--- config.mk ---
export PLATFORM = sky130hd
export DESIGN_NAME = saturn_pad_top
export DESIGN_NICKNAME = d
export VERILOG_FILES = /design/src/pad_pkg.sv /design/src/analog_pad_seq.sv /design/src/pad_port.sv /design/src/saturn_pad_top.sv
export VERILOG_INCLUDE_DIRS = /design/src
export SDC_FILE = /design/constraint.sdc
export NUM_CORES = 1
export LEC_CHECK = 0
export ABC_AREA = 1
export BUFFER_PORTS_ARGS = -buffer_cell sky130_fd_sc_hd__buf_4
export CORE_MARGIN = 1.5
export CORE_UTILIZATION = 45
export DETAILED_ROUTE_END_ITERATION = 10
export MAX_ROUTING_LAYER = met4
export PLACE_DENSITY = 0.76
export SETUP_SLACK_MARGIN = 0.2
export SYNTH_ARGS = -nofsm -noshare
export SYNTH_HDL_FRONTEND = slang
export SYNTH_SLANG_ARGS = --single-unit
--- constraint.sdc ---
create_clock -name CLK -period 2.4 [get_ports CLK]
set_input_delay 0.48 -clock CLK [delete_from_list [all_inputs] [get_ports CLK]]
set_output_delay 0.48 -clock CLK [all_outputs]
set_load 0.005 [all_outputs]
--- src/pad_defs.svh ---
`ifndef PAD_DEFS_SVH
`define PAD_DEFS_SVH

// Port pin and field widths
`define PAD_PIN_W    7
`define PAD_NIB_W    4
`define PAD_BTN_W    16
`define PAD_AXIS_W   8
`define PAD_STATE_W  5
`define PAD_TYPE_W   4

// Flips the sign bit of an axis high nibble so the console sees an unsigned value
`define PAD_AXIS_FLIP 4'h8

// Type nibbles sent in the third slot of an analog packet
`define PAD_ID_WHEEL   4'h3
`define PAD_ID_MISSION 4'h5
`define PAD_ID_3D      4'h6
`define PAD_ID_DUAL    4'h9

`endif

--- src/pad_pkg.sv ---
`include "pad_defs.svh"

package pad_pkg;

	// Codes 6 and 7 are left unnamed and read as the pulled-up word
	typedef enum logic [`PAD_TYPE_W-1:0] {
		DIGITAL     = 4'd0,
		VIRT_LGUN   = 4'd1,
		WHEEL       = 4'd2,
		MISSION     = 4'd3,
		PAD_3D      = 4'd4,
		DUALMISSION = 4'd5,
		OFF         = 4'd8
	} pad_type_e;

	typedef struct packed {
		logic [`PAD_PIN_W-1:0] pdr_o;
		logic [`PAD_PIN_W-1:0] ddr;
	} port_bus_t;

	typedef struct packed {
		logic [`PAD_AXIS_W-1:0] x1;
		logic [`PAD_AXIS_W-1:0] y1;
		logic [`PAD_AXIS_W-1:0] x2;
		logic [`PAD_AXIS_W-1:0] y2;
	} axes_t;

	typedef struct packed {
		logic trig;
		logic start;
		logic sensor;
	} lgun_t;

	// Buttons are active low, gun inputs active high
	typedef struct packed {
		pad_type_e             pad_type;
		logic [`PAD_BTN_W-1:0] buttons;
		axes_t                 axes;
		lgun_t                 lgun;
	} pad_in_t;

	typedef struct packed {
		logic                  th;
		logic                  tr;
		logic                  tl;
		logic [`PAD_NIB_W-1:0] data;
	} pin_std_t;

	typedef struct packed {
		logic                  latch_n;
		logic                  start_n;
		logic                  trig_n;
		logic [`PAD_NIB_W-1:0] id;
	} pin_gun_t;

	typedef union packed {
		pin_std_t std;
		pin_gun_t gun;
	} pad_pin_u;

endpackage

--- src/analog_pad_seq.sv ---
`include "pad_defs.svh"

module analog_pad_seq
	import pad_pkg::*;
(
	input  logic                  CLK,
	input  logic                  RST_N,
	input  logic                  smpc_ce_i,
	input  pad_type_e             pad_type_i,
	input  logic                  th_i,
	input  logic                  tr_i,
	input  logic [`PAD_BTN_W-1:0] buttons_i,
	input  axes_t                 axes_i,
	output logic                  tl_o,
	output logic [`PAD_NIB_W-1:0] nibble_o
);

	logic [`PAD_STATE_W-1:0] step_q;
	logic [`PAD_STATE_W-1:0] step_nxt;
	logic [`PAD_STATE_W-1:0] last_step;
	logic [`PAD_NIB_W-1:0]   nib_q;
	logic [`PAD_NIB_W-1:0]   nib_nxt;
	logic [`PAD_NIB_W-1:0]   type_id;
	logic                    tl_q;
	logic                    is_analog;
	logic                    idle_cmd;
	logic                    want_tr;
	logic                    level_ok;

	function automatic logic [`PAD_NIB_W-1:0] axis_hi(input logic [`PAD_AXIS_W-1:0] a);
		return a[`PAD_AXIS_W-1:`PAD_NIB_W] ^ `PAD_AXIS_FLIP;
	endfunction

	function automatic logic [`PAD_NIB_W-1:0] axis_lo(input logic [`PAD_AXIS_W-1:0] a);
		return a[`PAD_NIB_W-1:0];
	endfunction

	// Packet identity and length per type
	always_comb begin
		is_analog = 1'b1;
		type_id   = `PAD_ID_MISSION;
		last_step = `PAD_STATE_W'(14);
		case (pad_type_i)
			WHEEL: begin
				type_id   = `PAD_ID_WHEEL;
				last_step = `PAD_STATE_W'(10);
			end
			MISSION: begin
				type_id   = `PAD_ID_MISSION;
				last_step = `PAD_STATE_W'(14);
			end
			PAD_3D: begin
				type_id   = `PAD_ID_3D;
				last_step = `PAD_STATE_W'(16);
			end
			DUALMISSION: begin
				type_id   = `PAD_ID_DUAL;
				last_step = `PAD_STATE_W'(22);
			end
			default: begin
				is_analog = 1'b0;
			end
		endcase
	end

	// Steps 0 and 1 both wait for the first TR pulse, odd steps want TR high
	assign idle_cmd = th_i & tr_i;
	assign want_tr  = (step_q < `PAD_STATE_W'(2)) | step_q[0];
	assign level_ok = ~th_i & (tr_i == want_tr);
	assign step_nxt = (step_q == '0) ? `PAD_STATE_W'(2) : step_q + 1'b1;

	// Nibble presented once the sequencer reaches step_nxt
	always_comb begin
		case (step_nxt)
			2, 3: nib_nxt = 4'h1;
			4: nib_nxt = type_id;
			5: nib_nxt = buttons_i[15:12];
			6: nib_nxt = buttons_i[11:8];
			7: begin
				if (pad_type_i == WHEEL)
					nib_nxt = {1'b1, buttons_i[6:4]};
				else
					nib_nxt = buttons_i[7:4];
			end
			8: begin
				if (pad_type_i == WHEEL)
					nib_nxt = 4'hF;
				else
					nib_nxt = buttons_i[3:0];
			end
			9: nib_nxt = axis_hi(axes_i.x1);
			10: nib_nxt = axis_lo(axes_i.x1);
			11: nib_nxt = axis_hi(axes_i.y1);
			12: nib_nxt = axis_lo(axes_i.y1);
			// The 3D pad closes with 0 then 1, dual mission opens its second stick with F F
			15: nib_nxt = (pad_type_i == DUALMISSION) ? 4'hF : 4'h0;
			16: nib_nxt = (pad_type_i == DUALMISSION) ? 4'hF : 4'h1;
			17: nib_nxt = axis_hi(axes_i.x2);
			18: nib_nxt = axis_lo(axes_i.x2);
			19: nib_nxt = axis_hi(axes_i.y2);
			20: nib_nxt = axis_lo(axes_i.y2);
			default: nib_nxt = 4'h0;
		endcase
	end

	always_ff @(posedge CLK or negedge RST_N) begin
		if (!RST_N) begin
			step_q <= '0;
			nib_q  <= '0;
			tl_q   <= 1'b1;
		end else if (smpc_ce_i && is_analog) begin
			if (idle_cmd) begin
				step_q <= '0;
				nib_q  <= `PAD_NIB_W'(1);
				tl_q   <= 1'b1;
			end else if (level_ok && step_q < last_step) begin
				step_q <= step_nxt;
				nib_q  <= nib_nxt;
				// TL is low on odd steps and high on even ones
				tl_q   <= ~step_nxt[0];
			end
		end
	end

	assign tl_o     = tl_q;
	assign nibble_o = nib_q;

endmodule

--- src/pad_port.sv ---
`include "pad_defs.svh"

module pad_port
	import pad_pkg::*;
(
	input  logic      CLK,
	input  logic      RST_N,
	input  logic      smpc_ce_i,
	input  port_bus_t bus_i,
	input  pad_in_t   pad_i,
	output pad_pin_u  pdr_i_o
);

	localparam logic [`PAD_NIB_W-1:0] gun_id = 4'b1100;

	pad_pin_u              cmd;
	logic [`PAD_PIN_W-1:0] base_word;
	logic [`PAD_NIB_W-1:0] dig_nibble;
	logic [`PAD_NIB_W-1:0] th_high_nibble;
	logic                  dig_valid;
	logic [`PAD_NIB_W-1:0] seq_nibble;
	logic                  seq_tl;

	assign cmd = bus_i.pdr_o;

	// Driven pins read back their own level, undriven pins are pulled up
	assign base_word = (bus_i.pdr_o & bus_i.ddr) | ~bus_i.ddr;

	assign th_high_nibble = {pad_i.buttons[3], 3'b100};

	analog_pad_seq u_seq (
		.CLK        (CLK),
		.RST_N      (RST_N),
		.smpc_ce_i  (smpc_ce_i),
		.pad_type_i (pad_i.pad_type),
		.th_i       (cmd.std.th),
		.tr_i       (cmd.std.tr),
		.buttons_i  (pad_i.buttons),
		.axes_i     (pad_i.axes),
		.tl_o       (seq_tl),
		.nibble_o   (seq_nibble)
	);

	// Digital pad nibble select, TH-only or TH/TR mode by ddr
	always_comb begin
		dig_valid  = 1'b1;
		dig_nibble = th_high_nibble;
		case (bus_i.ddr[6:5])
			2'b10: begin
				if (!cmd.std.th)
					dig_nibble = pad_i.buttons[15:12];
			end
			2'b11: begin
				case ({cmd.std.th, cmd.std.tr})
					2'b00: dig_nibble = pad_i.buttons[7:4];
					2'b01: dig_nibble = pad_i.buttons[15:12];
					2'b10: dig_nibble = pad_i.buttons[11:8];
					default: dig_nibble = th_high_nibble;
				endcase
			end
			default: begin
				dig_valid = 1'b0;
			end
		endcase
	end

	always_comb begin
		pdr_i_o = base_word;
		case (pad_i.pad_type)
			DIGITAL: begin
				if (dig_valid)
					pdr_i_o.std.data = dig_nibble;
			end
			// The gun owns every pin, whatever the console drives
			VIRT_LGUN: begin
				pdr_i_o.gun.latch_n = ~pad_i.lgun.sensor;
				pdr_i_o.gun.start_n = ~pad_i.lgun.start;
				pdr_i_o.gun.trig_n  = ~pad_i.lgun.trig;
				pdr_i_o.gun.id      = gun_id;
			end
			WHEEL, MISSION, PAD_3D, DUALMISSION: begin
				pdr_i_o.std.tl   = seq_tl;
				pdr_i_o.std.data = seq_nibble;
			end
			default: begin
				pdr_i_o = base_word;
			end
		endcase
	end

endmodule

--- src/saturn_pad_top.sv ---
`include "pad_defs.svh"

module saturn_pad_top
	import pad_pkg::*;
(
	input  logic      CLK,
	input  logic      RST_N,
	input  logic      smpc_ce_i,

	input  port_bus_t bus1_i,
	input  port_bus_t bus2_i,

	input  pad_in_t   pad1_i,
	input  pad_in_t   pad2_i,

	output pad_pin_u  pdr1_i_o,
	output pad_pin_u  pdr2_i_o
);

	// Both ports share the CE strobe but keep separate sequencer state
	pad_port u_port1 (
		.CLK       (CLK),
		.RST_N     (RST_N),
		.smpc_ce_i (smpc_ce_i),
		.bus_i     (bus1_i),
		.pad_i     (pad1_i),
		.pdr_i_o   (pdr1_i_o)
	);

	pad_port u_port2 (
		.CLK       (CLK),
		.RST_N     (RST_N),
		.smpc_ce_i (smpc_ce_i),
		.bus_i     (bus2_i),
		.pad_i     (pad2_i),
		.pdr_i_o   (pdr2_i_o)
	);

endmodule

==> flow_metrics.py <==
metrics = {
    "run_status": {
        "status": "finished clean",
    },
    "route": {
        "drcViolationCount": 0,
        "routed-via-count": 5393,
        "drt-total-wl_um": 14770,
        "wl_per_cell_um": 15.10,
        "drt_iter0_drc": 325,
        "vias_per_cell": 5.514,
        "drt_pass1_iterations": 5,
        "ant_nets": 0,
    },
    "floorplanning": {
        "start_util_pct": 45.93,
        "die_area_mm2": 0.008858,
        "die_y_um": 94.12,
        "io_pins": 155,
        "coreArea_mm2": 0.008134,
        "num_rows": 33,
        "die_x_um": 94.12,
    },
    "synthesis": {
        "ys_ff_latch": 20,
        "syn-cell-area_mm2": 0.003736,
        "syn_inst": 693,
        "yosys-top-cells-area": "nand2_1, nand3_1, dfrtp_1",
        "synth_common_cells": "nand2_1, nand3_1, inv_1, nor2_1, o21ai_0",
        "netlist.area_leader.share_pct": 23.11,
        "synth_edf_count": 0,
        "ys_warn_count": 0,
        "ys_seq_area_share_pct": 13.46,
        "synth.avg_cell_area_um2": 5.391,
        "syn-num-nets": 844,
        "post-synth-top-count-cell": "nand2_1",
        "synth_ff_type": "dfrtp_1",
        "synth_largest_area_cell": "nand2_1",
        "async_flop_share_pct": 100.0,
        "yosysUniqueCellTypes": 34,
    },
    "cts": {
        "cts.path.max_buffers": 2,
        "clock-root-buffer": "clkbuf_8",
        "clock_latency_ns": 0.25,
        "holdBufCountCts": 0,
        "ctsHtreeMaxLevel": 1,
        "cts_tree": "built",
        "cts.sinks": 20,
        "clkTransAtPathRegs_ns": 0.07,
        "cts_buffers": 3,
    },
    "worst_setup_path": {
        "cp-start-kind": "flop",
        "crit_path_end_kind": "flop",
        "path_class": "flop to flop",
        "crit_required_ns": 2.54,
        "crit_fanout": 7,
        "arrival_ns": 2.35,
    },
    "timing": {
        "period_share_pct": 91.79,
        "tns_ns": 0,
        "drv_slew": 0,
        "fin_crit_ns": 2.203,
        "timing.final.ws_setup_ns": 0.1970,
        "rsz0062_at_grt": "yes",
        "hold_violations": 0,
        "skew_ns": 0.003860,
        "slew_headroom_pct": 75.23,
        "worst_pin_slew_ns": 0.3715,
        "fmax_mhz": 453.9,
        "setup_viol": 0,
    },
    "grt": {
        "overflow": 0,
        "grt_pass1_wl_um": 22430,
        "first_global_vias": 4869,
        "grt_max_degree": 21,
        "antenna_found_initial": 0,
        "track_usage_pct": 32.58,
    },
    "place": {
        "hpwlAfterDp_um": 11950,
        "io_buffers": 154,
        "gp_congestion": 0.9268,
        "dp_worst_setup_slack_ns": 0.1148,
        "dp.cells": 952,
    },
    "power": {
        "powerDensity_mw_per_mm2": 513.2,
        "peakVddDrop_v": 0.0003128,
        "total_power_uw": 2857,
        "p_leak_uw": 0.003031,
    },
    "min_path": {
        "hp-class": "input pin to async pin",
    },
    "job": {
        "maxCapViolations": 0,
    },
    "layout": {
        "layout.nets": 1024,
        "multi_input_area_mm2": 0.003038,
        "syn_to_final_growth_pct": 49.03,
        "fillers": 743,
        "drive_gt1_share_pct": 33.14,
        "layout.area.seq_um2": 509.2,
        "final_cells": 978,
    },
}
[power breakdown]
part / leakage (uW) / switching [uW] / internal [uW]
Combinational: 0.00276 / 1210 / 911
Clock: 0.0000228 / 101 / 118
Sequential: 0.000252 / 95.1 / 419
[through the flow]
| stage | area (um2) | utilization, % | hold WS (ns) |
|---|---|---|---|
| after floorplan | 3736 | - | 0.1844 |
| after global placement | 5024 | 61.76 | 0.3705 |
| after detailed placement | 5024 | 61.76 | 0.3768 |
| after CTS | 5144 | 63.24 | 0.1095 |
| after global routing | 5565 | 68.42 | 0.1083 |
| final | 5568 | 68.45 | 0.1059 |
[final timing paths]
check	startpoint	to	slack, ns	depth (start not counted)
worst max-delay path	u_port2.u_seq.step_q[0]$_DFFE_PN0P_	u_port2.u_seq.nibble_o[2]$_DFFE_PN0P_	0.20	16
worst min-delay path	RST_N	u_port2.u_seq.step_q[3]$_DFFE_PN0P_	0.11	1
worst max register to register	u_port2.u_seq.step_q[0]$_DFFE_PN0P_	u_port2.u_seq.nibble_o[2]$_DFFE_PN0P_	0.20	16
worst min register to register	u_port1.u_seq.tl_o$_DFFE_PN1P_	u_port1.u_seq.tl_o$_DFFE_PN1P_	0.50	2
max in group asynchronous	RST_N	u_port1.u_seq.tl_o$_DFFE_PN1P_	2.02	1
min in group CLK	u_port1.u_seq.tl_o$_DFFE_PN1P_	u_port1.u_seq.tl_o$_DFFE_PN1P_	0.50	2
[sequential cells by signal (all words and copies together) (netlist names)]
signal                  flops
u_port1.u_seq.step_q        5
u_port1.u_seq.nibble_o      4
u_port2.u_seq.nibble_o      4
u_port2.u_seq.step_q        5
u_port1.u_seq.tl_o          1
u_port2.u_seq.tl_o          1
[kinds of logic (layout without fill, tap and decap cells)]
kind of cell / Yosys count / count (layout) / share of synthesized area [%]
AO/OA/AOI/OAI: 71 / 71 / 11.45
adder cells (fa/ha/maj): 10 / 10 / 3.349
buffers and inverters: 98 / 277 / 11.25
flip-flops: 20 / 20 / 13.46
other: 0 / 1 / 0
AND/OR/NAND/NOR: 494 / 494 / 60.48
[layout by cell type, fill, tap and decap left out, types with 3 or more instances in the layout]
| cell type | synthesis | routed |
|---|---|---|
| nand2_1 | 230 | 225 |
| buf_4 | 5 | 180 |
| nand3_1 | 119 | 113 |
| inv_1 | 73 | 67 |
| nor2_1 | 70 | 60 |
| o21ai_0 | 24 | 23 |
| nand4_1 | 21 | 21 |
| a21oi_1 | 20 | 19 |
| nor2_4 | 11 | 18 |
| nor2_2 | 13 | 16 |
| inv_2 | 11 | 14 |
| nand2_2 | 10 | 13 |
| dfrtp_1 | 18 | 13 |
| ha_1 | 10 | 8 |
| nor3_1 | 11 | 6 |
| buf_12 | 0 | 6 |
| nor3_4 | 0 | 5 |
| o211ai_1 | 5 | 5 |
| o21ai_1 | 5 | 5 |
| nand2_4 | 3 | 5 |
| nand3b_1 | 5 | 5 |
| dfrtp_2 | 0 | 5 |
| nand3_2 | 0 | 4 |
| o311ai_1 | 0 | 3 |
| clkbuf_8 | 0 | 3 |
[what timing repair did]
action / in CTS / in global routing
setup endpoints to repair: 15 / 21
resized for setup: 9 / 62
endpoints found under the hold margin: 0 / 0
setup buffers: 3 / 17
gates cloned: 0 / 1
pin swaps: 2 / 19
[metal layers]
| metal | track usage [%] | share of wire [%] | up-vias |
|---|---|---|---|
| met5 | - | 0 | - |
| met1 | 41.35 | 42 | 2452 |
| met4 | 6.841 | 2.1 | 0 |
| met3 | 3.074 | 6.8 | 30 |
| met2 | 56.28 | 49 | 267 |
| li1 | - | - | 2644 |
[final cells by class]
| class | count | share of cell area, % |
|---|---|---|
| multi-input combinational | 575 | 54.56 |
| timing repair buffer | 189 | 27.17 |
| sequential | 20 | 9.146 |
| inverter | 84 | 5.910 |
| tap | 105 | 2.360 |
| clock buffer | 4 | 0.8090 |
| antenna | 1 | 0.04494 |
[worst max-delay path, cell delays in order, from the launching register on]
cell and delay (ns):
dfrtp_2 0.46, clkinv_4 0.10, ha_4 0.13, inv_1 0.04
nor2_2 0.12, nand2_2 0.12, buf_12 0.16, nand3_4 0.09
nor2_4 0.05, buf_4 0.14, clkbuf_16 0.15, nand3_1 0.06
nand2_1 0.06, a21oi_1 0.13, nand3_1 0.13, nand2_1 0.10
nand2_1 0.05
(Power assumes the default switching activity.)
